[config.mk]
export PLATFORM = sky130hd
export DESIGN_NAME = lcd_ctrl_top
export DESIGN_NICKNAME = d
export VERILOG_FILES = /design/src/logic/lcd_pkg.sv /design/src/logic/lcd_axil_decode.sv /design/src/logic/lcd_bus_sequencer.sv /design/src/logic/lcd_cmd_queue.sv /design/src/logic/lcd_ctrl_top.sv /design/src/logic/lcd_read_capture.sv
export SDC_FILE = /design/constraint.sdc
export NUM_CORES = 1
export LEC_CHECK = 0
export ABC_CLOCK_PERIOD_IN_PS = 3900
export BUFFER_PORTS_ARGS = -buffer_cell sky130_fd_sc_hd__buf_2
export CAP_MARGIN = 0
export CORE_UTILIZATION = 56
export CTS_CLUSTER_DIAMETER = 50
export CTS_CLUSTER_SIZE = 12
export DETAILED_ROUTE_END_ITERATION = 10
export PLACE_DENSITY = 0.88
export SLEW_MARGIN = 5
export SYNTH_ARGS = -nofsm -noshare
export SYNTH_HDL_FRONTEND = slang
export SYNTH_SLANG_ARGS = --single-unit
[constraint.sdc]
create_clock -name clk -period 3.9 [get_ports clk]
set_input_delay 0.78 -clock clk [delete_from_list [all_inputs] [get_ports clk]]
set_output_delay 0.78 -clock clk [all_outputs]
set_load 0.02 [all_outputs]
[src/logic/lcd_pkg.sv]
package lcd_pkg;

	// one byte on the panel data bus
	typedef logic [7:0] lcd_byte_t;

	// {display_lines, character_font, display_on_off, cursor, blink, inc_dec, shift}
	typedef logic [6:0] lcd_config_t;

	// raw bus command, rs in the top bit
	typedef struct packed {
		logic      rs;
		logic      rw;
		lcd_byte_t data;
	} lcd_cmd_t;

	typedef logic [3:0]  axil_addr_t;
	typedef logic [31:0] axil_data_t;
	typedef logic [1:0]  axil_resp_t;

	// register map
	localparam axil_addr_t reg_config    = 4'h0; // cfg in 6:0, bit 7 starts init
	localparam axil_addr_t reg_cmd       = 4'h4; // write only, pushes a command
	localparam axil_addr_t reg_status    = 4'h8; // read only
	localparam axil_addr_t reg_read_data = 4'hc; // read only, last captured byte

	localparam axil_resp_t resp_okay   = 2'b00;
	localparam axil_resp_t resp_slverr = 2'b10;

	// status word bit positions
	localparam int st_busy        = 0;
	localparam int st_init_done   = 1;
	localparam int st_queue_full  = 2;
	localparam int st_queue_empty = 3;

	typedef enum logic [2:0] {
		power_wait, // 500 us after reset
		wait_init,  // power up done, no init request yet
		init_run,   // the four init writes and their waits
		idle,
		cmd_slot    // one 50 us command slot
	} seq_state_t;

endpackage

[src/logic/lcd_axil_decode.sv]
`timescale 1ns/10ps

module lcd_axil_decode (
	input  logic                 clk,
	input  logic                 reset,
	// write address and data
	input  logic                 awvalid,
	output logic                 awready,
	input  lcd_pkg::axil_addr_t  awaddr,
	input  logic                 wvalid,
	output logic                 wready,
	input  lcd_pkg::axil_data_t  wdata,
	// write response
	output logic                 bvalid,
	input  logic                 bready,
	output lcd_pkg::axil_resp_t  bresp,
	// read address and data
	input  logic                 arvalid,
	output logic                 arready,
	input  lcd_pkg::axil_addr_t  araddr,
	output logic                 rvalid,
	input  logic                 rready,
	output lcd_pkg::axil_data_t  rdata,
	output lcd_pkg::axil_resp_t  rresp,
	// status inputs
	input  logic                 queue_full,
	input  logic                 queue_empty,
	input  logic                 busy,
	input  logic                 init_done,
	input  lcd_pkg::lcd_byte_t   read_data,
	// requests to queue and sequencer
	output logic                 push,
	output lcd_pkg::lcd_cmd_t    push_cmd,
	output lcd_pkg::lcd_config_t cfg,
	output logic                 init_start
);

	logic                cmd_wr;
	logic                cfg_wr;
	logic                wr_go;
	logic                rd_go;
	lcd_pkg::axil_data_t status_word;

	assign cmd_wr = (awaddr == lcd_pkg::reg_cmd);
	assign cfg_wr = (awaddr == lcd_pkg::reg_config);

	// a cmd write waits here until the queue has room
	assign wr_go = awvalid && wvalid && !awready && !bvalid && !(cmd_wr && queue_full);
	assign rd_go = arvalid && !arready && !rvalid;

	always_comb begin
		status_word = '0;
		status_word[lcd_pkg::st_busy]        = busy;
		status_word[lcd_pkg::st_init_done]   = init_done;
		status_word[lcd_pkg::st_queue_full]  = queue_full;
		status_word[lcd_pkg::st_queue_empty] = queue_empty;
	end

	always_ff @(posedge clk) begin
		if (reset) begin
			awready    <= 1'b0;
			wready     <= 1'b0;
			bvalid     <= 1'b0;
			push       <= 1'b0;
			init_start <= 1'b0;
			cfg        <= '0;
		end else begin
			awready    <= wr_go; // single cycle pulse
			wready     <= wr_go;
			push       <= 1'b0;
			init_start <= 1'b0;
			if (awready) begin // handshake cycle
				bvalid <= 1'b1;
				push   <= cmd_wr;
				if (cfg_wr) begin
					cfg        <= wdata[6:0];
					init_start <= wdata[7];
				end
			end else if (bvalid && bready) begin
				bvalid <= 1'b0;
			end
		end
	end

	always_ff @(posedge clk) begin
		if (awready) begin
			push_cmd <= lcd_pkg::lcd_cmd_t'(wdata[9:0]);
			bresp    <= (cmd_wr || cfg_wr) ? lcd_pkg::resp_okay : lcd_pkg::resp_slverr;
		end
	end

	always_ff @(posedge clk) begin
		if (reset) begin
			arready <= 1'b0;
			rvalid  <= 1'b0;
		end else begin
			arready <= rd_go;
			if (arready) begin
				rvalid <= 1'b1;
			end else if (rvalid && rready) begin
				rvalid <= 1'b0;
			end
		end
	end

	// read data mux, reg_cmd reads back as an error
	always_ff @(posedge clk) begin
		if (arready) begin
			rresp <= lcd_pkg::resp_okay;
			case (araddr)
				lcd_pkg::reg_config:    rdata <= lcd_pkg::axil_data_t'(cfg);
				lcd_pkg::reg_status:    rdata <= status_word;
				lcd_pkg::reg_read_data: rdata <= lcd_pkg::axil_data_t'(read_data);
				default: begin
					rdata <= '0;
					rresp <= lcd_pkg::resp_slverr;
				end
			endcase
		end
	end

endmodule

[src/logic/lcd_bus_sequencer.sv]
`timescale 1ns/10ps

module lcd_bus_sequencer #(
	parameter int cycles_per_us = 45
) (
	input  logic                 clk,
	input  logic                 reset,
	input  lcd_pkg::lcd_config_t cfg,
	input  logic                 init_start,
	input  logic                 cmd_valid,
	input  lcd_pkg::lcd_cmd_t    cmd_out,
	output logic                 cmd_ready,
	output logic                 e,
	output logic                 rs,
	output logic                 rw,
	output lcd_pkg::lcd_byte_t   lcd_data,
	output logic                 busy,
	output logic                 init_done,
	output logic                 read_strobe
);

	localparam int t            = cycles_per_us;
	localparam int power_cycles = 500 * t;
	localparam int cnt_w        = $clog2(power_cycles + 1);

	typedef logic [cnt_w-1:0] cnt_t;

	// init phase boundaries, e high 10 us then the wait of each write
	localparam cnt_t fs_end       = cnt_t'(10 * t);
	localparam cnt_t dc_start     = cnt_t'(60 * t);
	localparam cnt_t dc_end       = cnt_t'(70 * t);
	localparam cnt_t clr_start    = cnt_t'(120 * t);
	localparam cnt_t clr_end      = cnt_t'(130 * t);
	localparam cnt_t em_start     = cnt_t'(330 * t);
	localparam cnt_t em_end       = cnt_t'(340 * t);
	localparam cnt_t init_last    = cnt_t'(440 * t - 1);
	localparam cnt_t power_last   = cnt_t'(power_cycles - 1);
	// command slot
	localparam cnt_t pulse_start  = cnt_t'(t);
	localparam cnt_t pulse_end    = cnt_t'(14 * t);
	localparam cnt_t slot_last    = cnt_t'(50 * t - 1);

	lcd_pkg::seq_state_t state;
	cnt_t                cnt;
	logic                init_pending;
	logic                init_req;
	logic                take;
	lcd_pkg::lcd_cmd_t   cur_cmd;
	logic                e_d;
	logic                rs_d;
	logic                rw_d;
	lcd_pkg::lcd_byte_t  data_d;

	assign init_req  = init_pending || init_start;
	// back to back commands chain from the last slot cycle
	assign cmd_ready = (state == lcd_pkg::idle) ||
	                   (state == lcd_pkg::cmd_slot && cnt == slot_last);
	assign take      = cmd_valid && cmd_ready;
	assign busy      = (state != lcd_pkg::idle);
	assign init_done = (state == lcd_pkg::idle) || (state == lcd_pkg::cmd_slot);
	// last e high cycle of a read, pins fall at the next edge
	assign read_strobe = e && !e_d && rw;

	// pin values for the current cycle, registered below
	always_comb begin
		e_d    = 1'b0;
		rs_d   = 1'b0;
		rw_d   = 1'b0;
		data_d = '0;
		case (state)
			lcd_pkg::init_run: begin
				if (cnt < dc_start) begin // function set
					data_d = {4'b0011, cfg[6], cfg[5], 2'b00};
					e_d    = (cnt < fs_end);
				end else if (cnt < clr_start) begin // display on/off
					data_d = {5'b00001, cfg[4], cfg[3], cfg[2]};
					e_d    = (cnt < dc_end);
				end else if (cnt < em_start) begin // clear
					data_d = 8'b0000_0001;
					e_d    = (cnt < clr_end);
				end else begin // entry mode
					data_d = {6'b000001, cfg[1], cfg[0]};
					e_d    = (cnt < em_end);
				end
			end
			lcd_pkg::cmd_slot: begin
				rs_d   = cur_cmd.rs;
				rw_d   = cur_cmd.rw;
				data_d = cur_cmd.data;
				e_d    = (cnt >= pulse_start) && (cnt < pulse_end);
			end
			default: ;
		endcase
	end

	always_ff @(posedge clk) begin
		if (reset) begin
			state        <= lcd_pkg::power_wait;
			cnt          <= '0;
			init_pending <= 1'b0;
			e            <= 1'b0;
			rs           <= 1'b0;
			rw           <= 1'b0;
			lcd_data     <= '0;
		end else begin
			e        <= e_d;
			rs       <= rs_d;
			rw       <= rw_d;
			lcd_data <= data_d;
			if (init_start) init_pending <= 1'b1; // kept if it comes early
			case (state)
				lcd_pkg::power_wait: begin
					cnt <= cnt + 1'b1;
					if (cnt == power_last) begin
						cnt   <= '0;
						state <= init_req ? lcd_pkg::init_run : lcd_pkg::wait_init;
					end
				end
				lcd_pkg::wait_init: begin
					if (init_req) state <= lcd_pkg::init_run;
				end
				lcd_pkg::init_run: begin
					cnt <= cnt + 1'b1;
					if (cnt == init_last) begin
						cnt   <= '0;
						state <= lcd_pkg::idle;
					end
				end
				lcd_pkg::idle: begin
					cnt <= '0;
					if (take) state <= lcd_pkg::cmd_slot;
				end
				lcd_pkg::cmd_slot: begin
					cnt <= cnt + 1'b1;
					if (cnt == slot_last) begin
						cnt <= '0;
						if (!take) state <= lcd_pkg::idle;
					end
				end
				default: state <= lcd_pkg::power_wait;
			endcase
		end
	end

	always_ff @(posedge clk) begin
		if (take) cur_cmd <= cmd_out;
	end

endmodule

[src/logic/lcd_cmd_queue.sv]
`timescale 1ns/10ps

module lcd_cmd_queue #(
	parameter int depth = 4 // power of two
) (
	input  logic              clk,
	input  logic              reset,
	input  logic              push,
	input  lcd_pkg::lcd_cmd_t push_cmd,
	input  logic              cmd_ready,
	output logic              cmd_valid,
	output lcd_pkg::lcd_cmd_t cmd_out,
	output logic              queue_full,
	output logic              queue_empty
);

	localparam int ptr_w   = (depth > 1) ? $clog2(depth) : 1;
	localparam int count_w = $clog2(depth + 1);

	typedef logic [ptr_w-1:0]   ptr_t;
	typedef logic [count_w-1:0] count_t;

	lcd_pkg::lcd_cmd_t mem [depth];
	ptr_t              wr_ptr;
	ptr_t              rd_ptr;
	count_t            count;
	logic              do_push;
	logic              do_pop;

	assign queue_full  = (count == count_t'(depth));
	assign queue_empty = (count == '0);
	assign cmd_valid   = !queue_empty;
	assign cmd_out     = mem[rd_ptr]; // head entry

	assign do_push = push && !queue_full;
	assign do_pop  = cmd_valid && cmd_ready;

	always_ff @(posedge clk) begin
		if (do_push) mem[wr_ptr] <= push_cmd;
	end

	always_ff @(posedge clk) begin
		if (reset) begin
			wr_ptr <= '0;
			rd_ptr <= '0;
			count  <= '0;
		end else begin
			if (do_push) wr_ptr <= wr_ptr + 1'b1; // wraps at depth
			if (do_pop) rd_ptr <= rd_ptr + 1'b1;
			case ({do_push, do_pop})
				2'b10:   count <= count + 1'b1;
				2'b01:   count <= count - 1'b1;
				default: count <= count;
			endcase
		end
	end

endmodule

[src/logic/lcd_ctrl_top.sv]
`timescale 1ns/10ps

module lcd_ctrl_top #(
	parameter int cycles_per_us = 45,
	parameter int queue_depth   = 4
) (
	input  logic                clk,
	input  logic                reset,
	input  logic                awvalid,
	output logic                awready,
	input  lcd_pkg::axil_addr_t awaddr,
	input  logic                wvalid,
	output logic                wready,
	input  lcd_pkg::axil_data_t wdata,
	output logic                bvalid,
	input  logic                bready,
	output lcd_pkg::axil_resp_t bresp,
	input  logic                arvalid,
	output logic                arready,
	input  lcd_pkg::axil_addr_t araddr,
	output logic                rvalid,
	input  logic                rready,
	output lcd_pkg::axil_data_t rdata,
	output lcd_pkg::axil_resp_t rresp,
	// panel pins
	output logic                e,
	output logic                rs,
	output logic                rw,
	output lcd_pkg::lcd_byte_t  lcd_data,
	input  lcd_pkg::lcd_byte_t  lcd_data_in
);

	logic                 push;
	lcd_pkg::lcd_cmd_t    push_cmd;
	lcd_pkg::lcd_config_t cfg;
	logic                 init_start;
	logic                 cmd_valid;
	logic                 cmd_ready;
	lcd_pkg::lcd_cmd_t    cmd_out;
	logic                 queue_full;
	logic                 queue_empty;
	logic                 busy;
	logic                 init_done;
	logic                 read_strobe;
	lcd_pkg::lcd_byte_t   read_data;

	lcd_axil_decode u_decode (
		.clk, .reset,
		.awvalid, .awready, .awaddr, .wvalid, .wready, .wdata,
		.bvalid, .bready, .bresp,
		.arvalid, .arready, .araddr, .rvalid, .rready, .rdata, .rresp,
		.queue_full, .queue_empty, .busy, .init_done, .read_data,
		.push, .push_cmd, .cfg, .init_start
	);

	lcd_cmd_queue #(.depth(queue_depth)) u_queue (
		.clk, .reset, .push, .push_cmd, .cmd_ready,
		.cmd_valid, .cmd_out, .queue_full, .queue_empty
	);

	lcd_bus_sequencer #(.cycles_per_us(cycles_per_us)) u_seq (
		.clk, .reset, .cfg, .init_start, .cmd_valid, .cmd_out,
		.cmd_ready, .e, .rs, .rw, .lcd_data, .busy, .init_done, .read_strobe
	);

	lcd_read_capture u_capture (
		.clk, .reset, .read_strobe, .lcd_data_in, .read_data
	);

endmodule

[src/logic/lcd_read_capture.sv]
`timescale 1ns/10ps

module lcd_read_capture (
	input  logic               clk,
	input  logic               reset,
	input  logic               read_strobe,
	input  lcd_pkg::lcd_byte_t lcd_data_in,
	output lcd_pkg::lcd_byte_t read_data
);

	// panel drives the bus while e is high, sample as e drops
	always_ff @(posedge clk) begin
		if (reset) begin
			read_data <= '0;
		end else if (read_strobe) begin
			read_data <= lcd_data_in;
		end
	end

endmodule

==> results by group, run 1 <==
Logic synthesis
  – Number of flops mapped to enable cells by yosys: 70
  – Mapped cell area: 0.00582 mm^2
  – Mapped Cells: 499
  – Avg Cell Area, Syn: 11.7 um^2
  – Yosys reg bits: 128
  – Synth cell types: 68
  – Synth async-reset ratio: 0%
  – Primary FF master, synth: edfxtp_1
  – YS warnings: 0
  – Seq/Total Area, Yosys: 56.1%

STA
  – Slew Viols, Final: 0
  – Max-slew headroom: 46.6%
  – Skew final: 9.65 ps
  – Tmin final: 3220 ps
  – TNS Setup: 0 ps
  – Final setup viols: 0
  – Unrepaired setup endpoints after global routing: no
  – Fin Hold WS: 430 ps
  – Period utilization: 82.5%
  – Max Fclk: 311 MHz
  – Hold Fails Final Rpt: 0
  – Worst Tran Pin Value: 799 ps

Route
  – Routed WL: 12,100 um
  – Routed len/inst: 17.5 um
  – DRC viols: 0
  – Vias/cell: 5.77
  – DRT antenna net count: 0
  – Via Count: 3,997
  – Drt first pass iters: 6
  – Detailed Route Iter0 Violations: 293

Power
  – Switching pwr: 0.000712 W
  – Max VDD drop: 464 uV
  – PwrDens: 500 mW/mm^2
  – Register share of total power: 44.2%
  – Cell-internal power: 0.00262 W
  – Leak: 2.48 nW
  – Sw Share: 21.4%
  – Clock Power Share: 51.1%
  – Combinational Power Share: 4.7%

Cells and area
  – ANT cells: 0
  – FILL cells: 696
  – Final core occ: 67.2%
  – Post-layout net count: 610
  – Finished Layout Cells: 693
  – Layout area overhead: 14.4%
  – Layout cells sized above 1: 21.3%

Clock network
  – Clock Pin Slew Worst Setup and Hold Paths: 60 ps
  – Setup Fix Bufs, Post-CTS: 0
  – CTS H-Tree Depth: 4
  – CTS Hold Bufs: 0
  – Clk sink count: 128
  – Post-CTS Resized: 0
  – Clock root cell: clkbuf_8
  – CTS buffer count: 17
  – TritonCTS clock tree: yes
  – Clk_lat worst skew: 520 ps
  – Max Buffers Root-to-Sink: 2

Global route
  – Number of global-route vias before repair: 3,892
  – GRT Total Usage: 24.0%
  – First-pass GRT wire length: 19,800 um
  – Overflow after GRT: 0
  – Largest net degree at the start of global routing: 48
  – Initial antenna violation count: 0

Min path
  – Worst Hold Class: input pin to register
  – Worst hold path depth: 1

Floorplan
  – Core Area: 0.00991 mm^2
  – Site row count: 36
  – DIE AREA: 0.0108 mm^2
  – IO Count: 107
  – Starting Density: 58.7%
  – Chip Height: 104 um
  – DIE WIDTH: 104 um

Job
  – Max Cap Viol: 0

Setup path
  – R2R Path End: u_queue.count[2]
  – Crit Path Class: register to register
  – Worst Setup End Kind: register
  – R2R setup slack: 680 ps
  – Worst setup path endpoint: u_queue.count[2]
  – Worst r2r src: u_seq.cnt[1]
  – Worst endpoint required time: 4330 ps
  – Startpoint Class: register
  – CP Max Fanout: 12
  – Crit path DAT: 3650 ps
  – Reg2reg path depth: 13
  – CP startpoint: u_seq.cnt[1]

Place
  – Cells after DPL: 661
  – Buffers added on ports: 58
  – Hpwl dp: 7900 um
  – Final GP Congestion: 0.862

Run status
  – Run status: completed
sequential cells by signal (all words and copies together), names as in the netlist, 2 cells and up:
| name | cells |
|---|---|
| u_decode.push_cmd | 10 |
| u_queue.wr_ptr | 2 |
| u_seq.cnt | 15 |
| u_seq.state | 3 |
| u_decode.cfg | 7 |
| u_capture.read_data | 8 |
| u_seq.cur_cmd | 10 |
| u_decode.rdata | 8 |
| u_queue.count | 3 |
| u_seq.lcd_data | 8 |
| u_queue.mem | 40 |
| u_queue.rd_ptr | 2 |
cell families after synthesis:
family / share of synthesized area, %
buffers and inverters: 7.08
other: 0.0645
AND/OR/NAND/NOR: 17.0
XOR/XNOR: 2.71
adder cells (fa/ha/maj): 1.85
flip-flops: 56.1
AO/OA/AOI/OAI: 8.19
multiplexers: 7.01
how the worst min path moves through the flow:
stage                     start                   end  slack, ps
3_5_place_dp   u_seq.cur_cmd[4]     u_seq.lcd_data[4]        430
4_1_cts                wdata[8]  u_decode.push_cmd[8]        420
3_3_place_gp   u_seq.cur_cmd[5]     u_seq.lcd_data[5]        420
2_1_floorplan  u_seq.cur_cmd[4]     u_seq.lcd_data[4]        420
5_1_grt                wdata[8]  u_decode.push_cmd[8]        420
6_report               wdata[8]  u_decode.push_cmd[8]        430
power groups by stage:
stage               logic, W  registers, W  clock network, W
floorplan           0.000135       0.00149                 0
global placement    0.000150       0.00149                 0
global route        0.000172       0.00147           0.00179
detailed placement  0.000153       0.00150                 0
CTS                 0.000155       0.00147           0.00172
finish              0.000156       0.00147           0.00170
cells in the final DEF, fill, tap and decap left out, types with 8 or more instances in the layout:
master	instances
edfxtp_1	70
buf_2	58
dfxtp_1	58
nor2_1	57
nand2_1	29
conb_1	26
nand2b_1	20
nor3_1	16
mux2i_1	16
clkbuf_16	16
inv_1	13
o21ai_0	12
a21oi_1	11
mux4_2	10
xnor2_1	10
a22oi_1	9
xor2_1	8
stage by stage:
stage | worst slack (ps) | instance area [um^2] | power, W
after global placement | 951 | 6020 | 0.00164
after detailed placement | 810 | 6020 | 0.00165
final | 683 | 6660 | 0.00333
after CTS | 731 | 6660 | 0.00334
after global routing | 436 | 6660 | 0.00343
after floorplan | 848 | 5910 | 0.00163
final cells by class:
cell class                 count  area, um^2  share of cell area (%)
sequential                   128        3260                    49.0
multi-input combinational    327        2240                    33.6
clock buffer                  18         428                    6.43
timing repair buffer          59         298                    4.47
clock inverter                14         213                    3.19
tap                          133         166                    2.50
inverter                      14        52.6                   0.789
worst max-delay path, stage by stage, from the launching register on:
cell	delay [ps]
dfxtp_1	400
inv_1	200
ha_1	190
and4b_1	180
and4_1	280
a21oi_1	120
nor2_1	150
buf_4	240
ha_1	230
inv_1	90
fa_1	390
xor2_1	160
or3_1	300
a21oi_1	190
synthesized netlist by cell type, types with 8 or more instances:
library cell  count  area share, %
edfxtp_1         70             36
dfxtp_1          58             20
nor2_1           57            3.7
nand2_1          29            1.9
buf_4            28            3.6
nand2b_1         20            2.2
mux2i_1          16            2.8
nor3_1           16            1.4
inv_1            13           0.84
clkbuf_1         12           0.77
o21ai_0          12            1.0
a21oi_1          11           0.95
mux4_2           10            3.9
xnor2_1          10            1.5
a22oi_1           9            1.2
buf_2             8           0.69
xor2_1            8            1.2
per-layer routing:
layer	GRT usage, %	routed length [um]	vias to the layer above
met5	0	0	-
met4	9.49	242	0
met3	6.70	863	28
met2	39.4	6100	208
met1	30.0	4920	1909
li1	-	-	1852
No activity file was read; power rests on OpenSTA's default activity.
==> inputs of run 2 (changes only) <==
--- a/config.mk
+++ b/config.mk
@@ -5,7 +5,7 @@
 export SDC_FILE = /design/constraint.sdc
 export NUM_CORES = 1
 export LEC_CHECK = 0
-export ABC_CLOCK_PERIOD_IN_PS = 3900
+export ABC_CLOCK_PERIOD_IN_PS = 2960
 export BUFFER_PORTS_ARGS = -buffer_cell sky130_fd_sc_hd__buf_2
 export CAP_MARGIN = 0
 export CORE_UTILIZATION = 56
==> constraint.sdc (replaced) <==
create_clock -name clk -period 2.96 [get_ports clk]
set_input_delay 0.592 -clock clk [delete_from_list [all_inputs] [get_ports clk]]
set_output_delay 0.592 -clock clk [all_outputs]
set_load 0.02 [all_outputs]
==> run 2 against run 1 <==
Compared with the run above:
- clock power rose by 24%
- via count is 4.0% higher
- critical endpoint unchanged
- non-clock buffer count grew 17
- largest power group unchanged
- sequential share of layout area fell by 0.66 points
- setup slack worse by 570 ps
- clock-buffer cell count unchanged
- sequential power is 31% higher
==> results by group, run 2 (synthesis results as in run 1) <==
Run status
  – Run status: completed

Floorplan
  – DIE AREA: 0.0108 mm^2 (unchanged)
  – IO Count: 107 (unchanged)
  – Starting Density: 58.7% (unchanged)
  – DIE WIDTH: 104 um (unchanged)
  – Chip Height: 104 um (unchanged)
  – Core Area: 0.00991 mm^2 (unchanged)
  – Site row count: 36 (unchanged)

Route
  – Routed len/inst: 18.4 um (+5.3%)
  – DRC viols: 0 (unchanged)
  – Routed WL: 13,100 um (+7.9%)
  – Vias/cell: 5.85 (+1.5%)
  – Via Count: 4,156 (+4.0%)
  – Drt first pass iters: 5 (-1)
  – Detailed Route Iter0 Violations: 398 (+36%)
  – DRT antenna net count: 0 (unchanged)

Clock network
  – Clock Pin Slew Worst Setup and Hold Paths: 60 ps (about the same)
  – Clock root cell: clkbuf_8
  – Clk_lat worst skew: 530 ps (about the same)
  – Max Buffers Root-to-Sink: 2 (unchanged)
  – CTS H-Tree Depth: 4 (unchanged)
  – CTS buffer count: 17 (unchanged)
  – Clk sink count: 128 (unchanged)
  – TritonCTS clock tree: yes

Cells and area
  – Layout area overhead: 16.0%
  – Layout cells sized above 1: 24.3% (+3.0 points)
  – Post-layout net count: 627 (+2.8%)
  – Commonest non-fill, non-tap cell in the layout: edfxtp_1
  – ANT cells: 0 (unchanged)
  – Max reg flops: 40 (unchanged)
  – Biggest register: u_queue.mem
  – Post-Layout Inst Area: 0.00675 mm^2 (+1.4%)
  – Commonest non-fill, non-tap cells in the layout: edfxtp_1, buf_2, dfxtp_1, nor2_1, nand2_1
  – Regs by FF count: u_queue.mem: 40 flops, u_seq.cnt: 15 flops

Setup path
  – Most Frequent Cell on Critical Path: a21oi_1
  – Worst Setup End Kind: register
  – CP max stage delay: 630 ps (+230 ps)
  – Crit-path slowest cell: dfxtp_1
  – Worst endpoint required time: 3410 ps (-920 ps)
  – Crit path DAT: 3290 ps (-360 ps)
  – Startpoint Class: register
  – R2R setup slack: 110 ps (-570 ps)
  – Cell family with most CP delay: simple AND/OR/NAND/NOR gates
  – Crit Path Class: register to register
  – Cells along the critical path: nor2b_2 -> and2_1 -> a21oi_1 -> nor2_2 -> ha_1 -> inv_1 -> fa_1 -> xor2_1 -> or3_1 -> a21oi_1
  – CP Max Fanout: 12 (unchanged)
  – CP Buf/Inv Count: 1 (-2)

Power
  – Max VDD drop: 552 uV (+19%)
  – Leak: 2.55 nW (+2.9%)
  – PwrDens: 631 mW/mm^2 (+26%)

STA
  – Unrepaired setup endpoints after global routing: no
  – Max-slew headroom: 44.7% (-2.0 points)
  – Worst Tran Pin Value: 829 ps (+29.3 ps)
  – Skew final: 6.59 ps (-3.06 ps)
  – Hold Fails Final Rpt: 0 (unchanged)
  – Slew Viols, Final: 0 (unchanged)
  – Tmin final: 2850 ps (-370 ps)
  – Fin Hold WS: 240 ps (-190 ps)
  – Period utilization: 96.2% (+14 points)
  – Final setup viols: 0 (unchanged)
  – Max Fclk: 351 MHz (+13%)
  – TNS Setup: 0 ps (unchanged)

Place
  – Final GP Congestion: 0.854 (-1.0%)
  – Hpwl dp: 8350 um (+5.7%)
  – Buffers added on ports: 58 (unchanged)
  – Placed Area: 0.00615 mm^2 (+2.2%)

Global route
  – Overflow after GRT: 0 (unchanged)
  – Largest net degree at the start of global routing: 48 (unchanged)
  – Number of global-route vias before repair: 4,145 (+6.5%)
  – First-pass GRT wire length: 20,700 um (+4.4%)
  – Initial antenna violation count: 0 (unchanged)
  – GRT Total Usage: 25.3% (+1.3 points)

Job
  – Max Cap Viol: 0 (unchanged)

Min path
  – Worst Hold Class: input pin to register
## run 2: worst paths after layout
path / from / to / cells past startpoint
worst max-delay path: u_seq.state[1] / u_queue.count[2] / 10
worst min-delay path: wdata[8] / u_decode.push_cmd[8] / 1
worst max register to register: u_seq.state[1] / u_queue.count[2] / 10
worst min register to register: u_seq.cur_cmd[7] / u_seq.lcd_data[7] / 1
## run 2: layer usage
metal  GRT usage (%)  part of all wire, %  vias up
met5           0.476                    0        -
met4            14.9                  3.3        0
li1                -                    -     1883
met1            28.9                   38     1924
met2            41.7                   50      287
met3            7.83                  9.4       62
## run 2: final cells by class
| cell class | instances | area, um^2 |
|---|---|---|
| multi-input cells | 327 | 2240 |
| clock buffers | 18 | 418 |
| well taps | 133 | 166 |
| flip-flops and latches | 128 | 3260 |
| inverters | 14 | 52.6 |
| fillers | 688 | 3160 |
| repair buffers | 76 | 425 |
| clock inverters | 14 | 180 |
## run 2: power breakdown
| part | switching [W] | total, W | internal [W] | leakage (nW) |
|---|---|---|---|---|
| registers | 0.0000301 | 0.00192 | 0.00189 | 1.10 |
| clock network | 0.000802 | 0.00210 | 0.00130 | 0.292 |
| logic | 0.000150 | 0.000240 | 0.0000898 | 1.16 |
## run 2: metrics by stage
step                util (%)  power, W  setup slack (ps)  instances
floorplan                  -   0.00214               124        524
global placement        62.0   0.00218               376        678
detailed placement      62.0   0.00219               221        678
CTS                     68.1   0.00427               110        710
global route            68.1   0.00438              41.7        710
finish                  68.1   0.00426               113        710
## run 2: timing repair
action	4_1_cts	5_1_grt
hold buffers	0	0
setup buffers	0	0
endpoints found under the setup margin	0	1
resized for setup	0	2
